`src/design/usb_phy_pkg.sv`:
```
`default_nettype none

package usb_phy_pkg;

  ////////////////////////////////////////////////////////////
  // Register bus
  ////////////////////////////////////////////////////////////

  // Data width of the strobe bus
  localparam int unsigned REG_DW = 16;

  // Register map
  typedef enum logic [1:0] {
    ADDR_DRIVE = 2'd0,
    ADDR_SENSE = 2'd1,
    ADDR_CTRL  = 2'd2
  } reg_addr_e;

  // Override register with en in the MSB
  typedef struct packed {
    logic en;
    logic dp;
    logic dn;
    logic d;
    logic se0;
    logic oe;
    logic dp_pullup_en;
    logic dn_pullup_en;
    logic rx_enable;
  } phy_drive_t;

  // Synchronized receive pins plus engine transmit values
  typedef struct packed {
    logic rx_dp;
    logic rx_dn;
    logic rx_d;
    logic pwr_sense;
    logic tx_dp;
    logic tx_dn;
    logic tx_d;
    logic tx_se0;
    logic tx_oe;
  } phy_sense_t;

  ////////////////////////////////////////////////////////////
  // Line coding
  ////////////////////////////////////////////////////////////

  // Encoded as {dp, dn} so the pins fall straight out
  typedef enum logic [1:0] {
    LS_SE0 = 2'b00,
    LS_J   = 2'b10,
    LS_K   = 2'b01,
    LS_SE1 = 2'b11
  } line_state_e;

  // Serializer FSM
  typedef enum logic [1:0] {
    TX_IDLE,
    TX_DATA,
    TX_EOP_SE0,
    TX_EOP_J
  } tx_state_e;

endpackage

`default_nettype wire

```
`src/design/usb_pin_if.sv`:
```
`default_nettype none

// Engine side of the pins, before the override mux
interface usb_pin_if;

  // Transmit line values from the serializer
  logic tx_d;
  logic tx_se0;
  logic tx_dp;
  logic tx_dn;
  logic tx_oe;

  // Static enables from the control register
  logic dp_pullup_en;
  logic dn_pullup_en;
  logic rx_enable;

  // Serializer owns the transmit bits
  modport serializer (
    output tx_d, tx_se0, tx_dp, tx_dn, tx_oe
  );

  // Register block owns pull-ups and receiver enable
  modport ctrl (
    output dp_pullup_en, dn_pullup_en, rx_enable
  );

  // Mux only observes
  modport iomux (
    input tx_d, tx_se0, tx_dp, tx_dn, tx_oe,
    input dp_pullup_en, dn_pullup_en, rx_enable
  );

endinterface

`default_nettype wire

```
`src/design/usb_phy_csr.sv`:
```
`default_nettype none

module usb_phy_csr (
  input  logic                           clk_i,
  input  logic                           rst_n_i,

  // Strobe bus
  input  logic                           reg_we_i,
  input  logic                           reg_re_i,
  input  usb_phy_pkg::reg_addr_e         reg_addr_i,
  input  logic [usb_phy_pkg::REG_DW-1:0] reg_wdata_i,
  output logic [usb_phy_pkg::REG_DW-1:0] reg_rdata_o,

  // To and from the pin mux
  output usb_phy_pkg::phy_drive_t        drive_o,
  input  usb_phy_pkg::phy_sense_t        sense_i,

  // Engine-side enables
  usb_pin_if.ctrl                        pins
);
  import usb_phy_pkg::*;

  localparam int unsigned DriveW = $bits(phy_drive_t);
  localparam int unsigned SenseW = $bits(phy_sense_t);
  localparam int unsigned CtrlW  = 3;

  phy_drive_t        drive_q;
  logic [CtrlW-1:0]  ctrl_q;
  logic [REG_DW-1:0] rdata_d;

  ////////////////////////////////////////////////////////////
  // Writable registers
  ////////////////////////////////////////////////////////////

  always_ff @(posedge clk_i or negedge rst_n_i) begin
    if (!rst_n_i) begin
      drive_q <= '0;
      ctrl_q  <= '0;
    end else if (reg_we_i) begin
      case (reg_addr_i)
        ADDR_DRIVE: drive_q <= phy_drive_t'(reg_wdata_i[DriveW-1:0]);
        ADDR_CTRL:  ctrl_q  <= reg_wdata_i[CtrlW-1:0];
        // Sense is read-only, unmapped addresses drop the write
        default: ;
      endcase
    end
  end

  assign drive_o = drive_q;

  // Control bits feed the engine side of the mux
  assign pins.dp_pullup_en = ctrl_q[0];
  assign pins.dn_pullup_en = ctrl_q[1];
  assign pins.rx_enable    = ctrl_q[2];

  ////////////////////////////////////////////////////////////
  // Read path
  ////////////////////////////////////////////////////////////

  // Zero-extend whichever source is addressed
  always_comb begin
    rdata_d = '0;
    case (reg_addr_i)
      ADDR_DRIVE: rdata_d[DriveW-1:0] = drive_q;
      ADDR_SENSE: rdata_d[SenseW-1:0] = sense_i;
      ADDR_CTRL:  rdata_d[CtrlW-1:0]  = ctrl_q;
      default:    rdata_d = '0;
    endcase
  end

  // Data valid the cycle after the strobe, held until the next read
  always_ff @(posedge clk_i or negedge rst_n_i) begin
    if (!rst_n_i) begin
      reg_rdata_o <= '0;
    end else if (reg_re_i) begin
      reg_rdata_o <= rdata_d;
    end
  end

  // Master never strobes read and write together
  a_no_rw_collision : assert property (
    @(posedge clk_i) disable iff (!rst_n_i)
    !(reg_we_i && reg_re_i)
  );

endmodule

`default_nettype wire

```
`src/design/usb_tx_serializer.sv`:
```
`default_nettype none

module usb_tx_serializer #(
  parameter int unsigned ClksPerBit = 4
) (
  input  logic          clk_i,
  input  logic          rst_n_i,
  input  logic [7:0]    tx_byte_i,
  input  logic          tx_valid_i,
  output logic          tx_busy_o,
  usb_pin_if.serializer pins
);
  import usb_phy_pkg::*;

  localparam int unsigned     CntW       = (ClksPerBit > 1) ? $clog2(ClksPerBit) : 1;
  localparam logic [CntW-1:0] CntMax     = CntW'(ClksPerBit - 1);
  localparam logic [2:0]      StuffLimit = 3'd6;

  tx_state_e       state_q;
  logic [CntW-1:0] cnt_q;
  logic [3:0]      bit_idx_q;  // data bits already on the line
  logic [2:0]      ones_q;     // run of 1s for stuffing
  logic            level_q;    // NRZI level, 1 is J
  logic            eop_bit_q;  // second SE0 bit time
  logic [7:0]      byte_q;
  logic            bit_end;
  logic            next_bit;
  line_state_e     line_state;

  assign bit_end  = (cnt_q == CntMax);
  assign next_bit = byte_q[bit_idx_q[2:0]];

  // Byte capture on accepted strobe
  always_ff @(posedge clk_i) begin
    if (state_q == TX_IDLE && tx_valid_i) begin
      byte_q <= tx_byte_i;
    end
  end

  // Bit period counter, restarts at every bit boundary
  always_ff @(posedge clk_i or negedge rst_n_i) begin
    if (!rst_n_i) begin
      cnt_q <= '0;
    end else if (state_q == TX_IDLE || bit_end) begin
      cnt_q <= '0;
    end else begin
      cnt_q <= cnt_q + 1'b1;
    end
  end

  ////////////////////////////////////////////////////////////
  // FSM and NRZI
  ////////////////////////////////////////////////////////////

  always_ff @(posedge clk_i or negedge rst_n_i) begin
    if (!rst_n_i) begin
      state_q   <= TX_IDLE;
      bit_idx_q <= '0;
      ones_q    <= '0;
      level_q   <= 1'b1;
      eop_bit_q <= 1'b0;
    end else begin
      case (state_q)
        TX_IDLE: begin
          // First data bit goes out straight from the input byte
          if (tx_valid_i) begin
            state_q   <= TX_DATA;
            bit_idx_q <= 4'd1;
            ones_q    <= tx_byte_i[0] ? 3'd1 : 3'd0;
            level_q   <= tx_byte_i[0] ? level_q : ~level_q;
          end
        end
        TX_DATA: begin
          if (bit_end) begin
            if (ones_q == StuffLimit) begin
              // Stuffed 0 toggles, index holds
              ones_q  <= '0;
              level_q <= ~level_q;
            end else if (bit_idx_q == 4'd8) begin
              state_q   <= TX_EOP_SE0;
              eop_bit_q <= 1'b0;
            end else begin
              bit_idx_q <= bit_idx_q + 4'd1;
              ones_q    <= next_bit ? ones_q + 3'd1 : 3'd0;
              level_q   <= next_bit ? level_q : ~level_q;
            end
          end
        end
        TX_EOP_SE0: begin
          // Two bit times of SE0
          if (bit_end) begin
            if (eop_bit_q) begin
              state_q <= TX_EOP_J;
              level_q <= 1'b1;
            end else begin
              eop_bit_q <= 1'b1;
            end
          end
        end
        TX_EOP_J: begin
          if (bit_end) begin
            state_q <= TX_IDLE;
          end
        end
        default: state_q <= TX_IDLE;
      endcase
    end
  end

  // Line state from FSM and level
  always_comb begin
    case (state_q)
      TX_DATA:    line_state = level_q ? LS_J : LS_K;
      TX_EOP_SE0: line_state = LS_SE0;
      default:    line_state = LS_J;
    endcase
  end

  assign {pins.tx_dp, pins.tx_dn} = line_state;
  assign pins.tx_se0 = (line_state == LS_SE0);
  assign pins.tx_d   = level_q;
  assign pins.tx_oe  = (state_q != TX_IDLE);
  assign tx_busy_o   = (state_q != TX_IDLE);

  // Driven line never shows SE1
  a_no_se1_driven : assert property (
    @(posedge clk_i) disable iff (!rst_n_i)
    pins.tx_oe |-> !(pins.tx_dp && pins.tx_dn)
  );

endmodule

`default_nettype wire

```
`src/design/usb_iomux.sv`:
```
`default_nettype none

module usb_iomux (
  input  logic                    clk_i,
  input  logic                    rst_n_i,

  // Asynchronous pin inputs
  input  logic                    usb_rx_d_i,
  input  logic                    usb_rx_dp_i,
  input  logic                    usb_rx_dn_i,
  input  logic                    usb_sense_i,

  // Register side
  input  usb_phy_pkg::phy_drive_t drive_i,
  output usb_phy_pkg::phy_sense_t sense_o,

  // Engine side
  usb_pin_if.iomux                pins,

  // Pin outputs
  output logic                    usb_tx_d_o,
  output logic                    usb_tx_se0_o,
  output logic                    usb_tx_dp_o,
  output logic                    usb_tx_dn_o,
  output logic                    usb_tx_oe_o,
  output logic                    usb_dp_pullup_en_o,
  output logic                    usb_dn_pullup_en_o,
  output logic                    usb_rx_enable_o
);
  import usb_phy_pkg::*;

  logic [3:0]  sync_meta_q;
  logic [3:0]  sync_q;
  logic        rx_dp;
  logic        rx_dn;
  logic        rx_d;
  logic        pwr_sense;
  line_state_e out_line;

  ////////////////////////////////////////////////////////////
  // Input synchronizer
  ////////////////////////////////////////////////////////////

  // Two flops, first one may go metastable
  always_ff @(posedge clk_i or negedge rst_n_i) begin
    if (!rst_n_i) begin
      sync_meta_q <= '0;
      sync_q      <= '0;
    end else begin
      sync_meta_q <= {usb_rx_dp_i, usb_rx_dn_i, usb_rx_d_i, usb_sense_i};
      sync_q      <= sync_meta_q;
    end
  end

  assign {rx_dp, rx_dn, rx_d, pwr_sense} = sync_q;

  // Sense shows engine values ahead of the override
  assign sense_o.rx_dp     = rx_dp;
  assign sense_o.rx_dn     = rx_dn;
  assign sense_o.rx_d      = rx_d;
  assign sense_o.pwr_sense = pwr_sense;
  assign sense_o.tx_dp     = pins.tx_dp;
  assign sense_o.tx_dn     = pins.tx_dn;
  assign sense_o.tx_d      = pins.tx_d;
  assign sense_o.tx_se0    = pins.tx_se0;
  assign sense_o.tx_oe     = pins.tx_oe;

  ////////////////////////////////////////////////////////////
  // Output override mux
  ////////////////////////////////////////////////////////////

  // Static enables
  always_comb begin
    if (drive_i.en) begin
      usb_dp_pullup_en_o = drive_i.dp_pullup_en;
      usb_dn_pullup_en_o = drive_i.dn_pullup_en;
      usb_rx_enable_o    = drive_i.rx_enable;
    end else begin
      usb_dp_pullup_en_o = pins.dp_pullup_en;
      usb_dn_pullup_en_o = pins.dn_pullup_en;
      usb_rx_enable_o    = pins.rx_enable;
    end
  end

  // Line signals as single selects each
  // Keeps dp/dn edges matched for jitter
  assign usb_tx_dp_o  = drive_i.en ? drive_i.dp  : pins.tx_dp;
  assign usb_tx_dn_o  = drive_i.en ? drive_i.dn  : pins.tx_dn;
  assign usb_tx_d_o   = drive_i.en ? drive_i.d   : pins.tx_d;
  assign usb_tx_se0_o = drive_i.en ? drive_i.se0 : pins.tx_se0;
  assign usb_tx_oe_o  = drive_i.en ? drive_i.oe  : pins.tx_oe;

  assign out_line = line_state_e'({usb_tx_dp_o, usb_tx_dn_o});

  // Engine path reaches the pins intact and never drives SE1
  a_engine_passthru : assert property (
    @(posedge clk_i) disable iff (!rst_n_i)
    !drive_i.en |-> (usb_tx_oe_o == pins.tx_oe) && !(usb_tx_oe_o && out_line == LS_SE1)
  );

endmodule

`default_nettype wire

```
`src/design/usb_phy_top.sv`:
```
`default_nettype none

module usb_phy_top #(
  parameter int unsigned ClksPerBit = 4
) (
  input  logic                           clk_i,
  input  logic                           rst_n_i,

  // Register bus
  input  logic                           reg_we_i,
  input  logic                           reg_re_i,
  input  usb_phy_pkg::reg_addr_e         reg_addr_i,
  input  logic [usb_phy_pkg::REG_DW-1:0] reg_wdata_i,
  output logic [usb_phy_pkg::REG_DW-1:0] reg_rdata_o,

  // Byte transmit
  input  logic [7:0]                     tx_byte_i,
  input  logic                           tx_valid_i,
  output logic                           tx_busy_o,

  // Async pin inputs
  input  logic                           usb_rx_d_i,
  input  logic                           usb_rx_dp_i,
  input  logic                           usb_rx_dn_i,
  input  logic                           usb_sense_i,

  // Pin outputs
  output logic                           usb_tx_d_o,
  output logic                           usb_tx_se0_o,
  output logic                           usb_tx_dp_o,
  output logic                           usb_tx_dn_o,
  output logic                           usb_tx_oe_o,
  output logic                           usb_dp_pullup_en_o,
  output logic                           usb_dn_pullup_en_o,
  output logic                           usb_rx_enable_o
);
  import usb_phy_pkg::*;

  phy_drive_t drive;
  phy_sense_t sense;

  // Engine-side pin bundle
  usb_pin_if pin_if ();

  ////////////////////////////////////////////////////////////
  // Blocks
  ////////////////////////////////////////////////////////////

  usb_phy_csr u_csr (
    .clk_i       (clk_i),
    .rst_n_i     (rst_n_i),
    .reg_we_i    (reg_we_i),
    .reg_re_i    (reg_re_i),
    .reg_addr_i  (reg_addr_i),
    .reg_wdata_i (reg_wdata_i),
    .reg_rdata_o (reg_rdata_o),
    .drive_o     (drive),
    .sense_i     (sense),
    .pins        (pin_if.ctrl)
  );

  usb_tx_serializer #(
    .ClksPerBit (ClksPerBit)
  ) u_tx (
    .clk_i      (clk_i),
    .rst_n_i    (rst_n_i),
    .tx_byte_i  (tx_byte_i),
    .tx_valid_i (tx_valid_i),
    .tx_busy_o  (tx_busy_o),
    .pins       (pin_if.serializer)
  );

  usb_iomux u_iomux (
    .clk_i              (clk_i),
    .rst_n_i            (rst_n_i),
    .usb_rx_d_i         (usb_rx_d_i),
    .usb_rx_dp_i        (usb_rx_dp_i),
    .usb_rx_dn_i        (usb_rx_dn_i),
    .usb_sense_i        (usb_sense_i),
    .drive_i            (drive),
    .sense_o            (sense),
    .pins               (pin_if.iomux),
    .usb_tx_d_o         (usb_tx_d_o),
    .usb_tx_se0_o       (usb_tx_se0_o),
    .usb_tx_dp_o        (usb_tx_dp_o),
    .usb_tx_dn_o        (usb_tx_dn_o),
    .usb_tx_oe_o        (usb_tx_oe_o),
    .usb_dp_pullup_en_o (usb_dp_pullup_en_o),
    .usb_dn_pullup_en_o (usb_dn_pullup_en_o),
    .usb_rx_enable_o    (usb_rx_enable_o)
  );

endmodule

`default_nettype wire

```
`config.mk`:
```
export PLATFORM = sky130hd
export DESIGN_NAME = usb_phy_top
export DESIGN_NICKNAME = d
export VERILOG_FILES = /design/src/design/usb_phy_pkg.sv /design/src/design/usb_pin_if.sv /design/src/design/usb_phy_csr.sv /design/src/design/usb_tx_serializer.sv /design/src/design/usb_iomux.sv /design/src/design/usb_phy_top.sv
export SDC_FILE = /design/constraint.sdc
export NUM_CORES = 1
export LEC_CHECK = 0
export BUFFER_PORTS_ARGS = -buffer_cell sky130_fd_sc_hd__buf_2
export CAP_MARGIN = 20
export CORE_ASPECT_RATIO = 1.5
export CORE_MARGIN = 10
export CORE_UTILIZATION = 53
export CTS_CLUSTER_DIAMETER = 50
export DETAILED_ROUTE_END_ITERATION = 10
export PLACE_DENSITY = 0.79
export RECOVER_POWER = 50
export SETUP_SLACK_MARGIN = 0.5
export SLEW_MARGIN = 30
export SYNTH_ARGS = -nofsm -noshare
export SYNTH_HDL_FRONTEND = slang
export SYNTH_SLANG_ARGS = --single-unit
```
`constraint.sdc`:
```
create_clock -name clk_i -period 2.28 [get_ports clk_i]
set_input_delay 0.114 -clock clk_i [delete_from_list [all_inputs] [get_ports clk_i]]
set_output_delay 0.114 -clock clk_i [all_outputs]
set_load 0.02 [all_outputs]
```
==> Implementation_results.wiki <==
{| class="wikitable"
! Metric !! Value
|-
| TritonCTS buffer count || 5
|-
| Pin count of the biggest net entering global routing || 43
|-
| Max Transition Viols Final || 0
|-
| Top flip-flop cell by instance count after synthesis || sky130_fd_sc_hd__dfrtp_1
|-
| Die Area || 0.00793 sq mm
|-
| Total clock sinks || 50
|-
| Worst reg2reg setup slack || 0.34 ns
|-
| Total via count after detailed routing || 2,018
|-
| Length of the first detailed-routing pass in iterations || 4
|-
| Clock tree from TritonCTS || built
|-
| Overall routing resource usage || 15.6%
|-
| Post-synth top cells || 41 x sky130_fd_sc_hd__dfrtp_1, 18 x sky130_fd_sc_hd__mux2_2, 17 x sky130_fd_sc_hd__inv_1, 17 x sky130_fd_sc_hd__nand2_1, 13 x sky130_fd_sc_hd__mux2i_1
|-
| Wire length of the first global-routing pass || 10,300 um
|-
| Final estimated routing congestion in global placement || 0.835
|-
| Lkg Pwr || 1.51 nW
|-
| Total Wirelength || 6340 um
|-
| Total chip power || 3.82 mW
|-
| Antenna diodes || 0
|-
| Iteration-0 DRC Markers || 148
|-
| Max rail drop VDD || 0.638 mV
|-
| Class of the most critical setup path || reg2reg
|-
| Tightest Pin Transition || 1.04 ns
|-
| Worst Hold Path Cells || 2
|-
| Most numerous cell in the Yosys netlist || sky130_fd_sc_hd__dfrtp_1
|-
| Total DRC errors in the routed layout || 0
|-
| Average wire length per cell after detail routing || 17.3 um
|-
| HPWL reported at the end of detailed placement || 4110 um
|-
| Residual overflow from global routing || 0
|-
| Post-detailed-route via-to-cell ratio || 5.50
|-
| Critical path startpoint category || flip-flop
|-
| Number of different library cells in the post-synthesis netlist || 46
|-
| Signal arrival time at the worst endpoint || 2.18 ns
|-
| Source of the worst register-to-register timing path || u_tx.state_q[0]
|-
| Mean post-synth cell area || 11.2 sq um
|-
| Max Cap Viol || 0
|-
| Sequential share of the synthesized area || 51.6%
|-
| Cell type with the largest total area after synthesis || sky130_fd_sc_hd__dfrtp_1
|-
| Area share of the leading cell type in the synthesized netlist || 41.0%
|-
| Destination of the worst hold path || u_csr.drive_o[8]
|-
| Number of hold violations in the final report || 0
|-
| Total power divided by cell area || 1150 mW/mm^2
|-
| Final Net Count || 348
|-
| Critical register-to-register path endpoint || u_tx.bit_idx_q[3]
|-
| Area overhead of the layout relative to synthesis || 33.1%
|-
| Synthesis-stage register bit count || 50
|-
| Accumulated negative setup slack || 0 ns
|-
| H-tree lvl count || 2
|-
| Proportion of register bits with asynchronous set or reset after synthesis || 84.0%
|-
| Io pins || 60
|-
| Fill cell total of the finished layout || 308
|-
| Maximum clock frequency || 515 MHz
|-
| Effective utilization at floorplan || 55.1%
|-
| R2R cell count || 5
|-
| Post-synthesis cell count || 223
|-
| Area inside the core boundary || 0.00454 sq mm
|-
| Unrepaired setup endpoints after global routing || yes
|-
| Origin of the worst min-delay path || reg_wdata_i[8]
|-
| Vias in the first global route || 2,184
|-
| Post-synthesis instance area || 0.00250 sq mm
|-
| Remaining antenna violation count || 0
|-
| Warning count from the yosys run || 0
|-
| Maximum fanout along the worst path || 5
|-
| Clk root buf || sky130_fd_sc_hd__clkbuf_8
|-
| Number of antenna violations at the first check in global routing || 0
|-
| Die W || 76.1 um
|-
| Max-slew headroom at the worst pin || 31.0%
|-
| Worst Clk Skew || 0.00188 ns
|-
| DIE HEIGHT || 104 um
|-
| Final period utilization || 85.1%
|-
| Class of the most critical hold timing path || in2reg
|-
| Count of port buffers added during placement || 45
|-
| Layout cells sized above 1 || 41.3%
|-
| Time the final worst path needs with I/O delays and setup || 1.94 ns
|-
| Number of enable-type register cells in the synthesized netlist || 8
|-
| Type of element capturing the critical path || flip-flop
|-
| Clock-pin transition on the worst setup and hold timing paths || 0.10 ns
|-
| Clock insertion delay at the later pin of the skew report || 0.31 ns
|-
| Required arrival time at the worst endpoint || 2.52 ns
|-
| CTS Buffer Depth || 2
|-
| Cell row count || 30
|-
| Total of endpoints with negative setup slack in the final report || 0
|-
| Top post-synthesis cells by area || sky130_fd_sc_hd__dfrtp_1 41%, sky130_fd_sc_hd__edfxtp_1 9.6%, sky130_fd_sc_hd__mux2_2 8.1%, sky130_fd_sc_hd__ha_1 5.5%, sky130_fd_sc_hd__mux2i_1 5.2%
|-
| Status || completed
|}
==> how the worst max path moves through the flow <==
stage                            from           endpoint  slack [ns]  cells after the start
detailed placement    u_tx.state_q[1]  u_tx.bit_idx_q[3]        0.21                      6
global placement      u_tx.state_q[1]  u_tx.bit_idx_q[2]        0.33                      6
floorplan           u_tx.bit_idx_q[0]     u_tx.ones_q[2]        0.43                      7
finish                u_tx.state_q[0]  u_tx.bit_idx_q[3]        0.34                      5
global route          u_tx.state_q[0]  u_tx.bit_idx_q[2]        0.26                      6
CTS                 u_tx.bit_idx_q[1]  u_tx.bit_idx_q[3]        0.35                      6
==> kinds of logic (layout without fill, tap and decap cells) <==
kind of cell | Yosys count | count (layout) | synth area share, %
simple gates | 60 | 60 | 13.4
flops | 50 | 50 | 51.6
compound gates | 39 | 39 | 10.2
mux | 31 | 31 | 13.3
buf+inv | 31 | 105 | 5.80
fa+ha+maj | 11 | 11 | 5.50
other cells | 1 | 7 | 0.150
==> stage by stage <==
| step | cell area [sq um] | utilization [%] | cells | hold WS [ns] | setup slack (ns) |
|---|---|---|---|---|---|
| after floorplan | 2570 | - | 229 | -0.182 | 0.425 |
| after global placement | 2810 | 61.9 | 328 | 0.211 | 0.328 |
| after detailed placement | 2810 | 61.9 | 328 | 0.213 | 0.210 |
| after CTS | 3190 | 70.3 | 360 | 0.0254 | 0.346 |
| after global routing | 3330 | 73.4 | 367 | 0.0208 | 0.258 |
| final | 3330 | 73.4 | 367 | 0.0311 | 0.339 |
==> state kept, by name, summed over array words and instances (netlist names) <==
| signal | cells |
|---|---|
| u_csr.ctrl_q | 3 |
| u_csr.reg_rdata_o | 9 |
| u_tx.state_q | 2 |
| u_tx.bit_idx_q | 4 |
| u_iomux.sync_meta_q | 4 |
| u_tx.pins.tx_d | 1 |
| u_tx.byte_q | 8 |
| u_iomux.sync_q | 4 |
| u_tx.eop_bit_q | 1 |
| u_tx.cnt_q | 2 |
| u_tx.ones_q | 3 |
| u_csr.drive_o | 9 |
==> power by group <==
group / total (mW) / switching [mW] / leakage [nW] / internal [mW]
clock network: 0.542 / 0.320 / 0.0447 / 0.222
registers: 1.30 / 0.174 / 0.584 / 1.12
logic: 1.98 / 1.00 / 0.877 / 0.975
==> final cells by class <==
type	count	area (sq um)	area share, %
tap	64	80.1	2.40
clock inverter	3	25.0	0.751
multi-input combinational	148	1250	37.6
inverter	17	66.3	1.99
sequential	50	1290	38.9
timing repair buffer	80	546	16.4
clock buffer	5	68.8	2.06
==> cells in the final DEF, fill, tap and decap left out, types with 3 or more instances in the layout <==
cell	n
sky130_fd_sc_hd__a21oi_1	3
sky130_fd_sc_hd__a21oi_2	3
sky130_fd_sc_hd__buf_2	40
sky130_fd_sc_hd__buf_4	18
sky130_fd_sc_hd__buf_6	6
sky130_fd_sc_hd__clkbuf_8	5
sky130_fd_sc_hd__conb_1	7
sky130_fd_sc_hd__dfrtp_1	39
sky130_fd_sc_hd__dlygate4sd3_1	13
sky130_fd_sc_hd__edfxtp_1	8
sky130_fd_sc_hd__ha_1	5
sky130_fd_sc_hd__ha_4	5
sky130_fd_sc_hd__inv_1	14
sky130_fd_sc_hd__mux2_2	18
sky130_fd_sc_hd__mux2i_1	12
sky130_fd_sc_hd__nand2_1	16
sky130_fd_sc_hd__nand3_1	4
sky130_fd_sc_hd__nand4_1	3
sky130_fd_sc_hd__nor2_1	7
sky130_fd_sc_hd__nor2b_1	7
sky130_fd_sc_hd__nor3b_1	3
sky130_fd_sc_hd__o21ai_0	5
sky130_fd_sc_hd__o22ai_1	7
==> routing by layer <==
layer  GRT usage [%]  wire [um]  part of all wire (%)
met5               0          0                     0
met4            4.80         91                   1.4
met3            3.81        275                   4.3
met2            29.7       3650                    58
met1            16.1       2320                    37
==> worst max-delay path, stage by stage (launching register included) <==
cell,delay [ns]
sky130_fd_sc_hd__dfrtp_2,0.48
sky130_fd_sc_hd__ha_4,0.19
sky130_fd_sc_hd__and3_4,0.17
sky130_fd_sc_hd__or4b_4,0.55
sky130_fd_sc_hd__or3_4,0.35
sky130_fd_sc_hd__a21oi_2,0.13
==> repair_timing <==
action	in CTS	in global routing
setup buffers	11	7
pin swaps	3	5
endpoints found under the setup margin	11	12
hold endpoints to repair	53	0
gates resized for setup	20	23
hold buffers	13	0
Power figures use the tool's default switching activity.
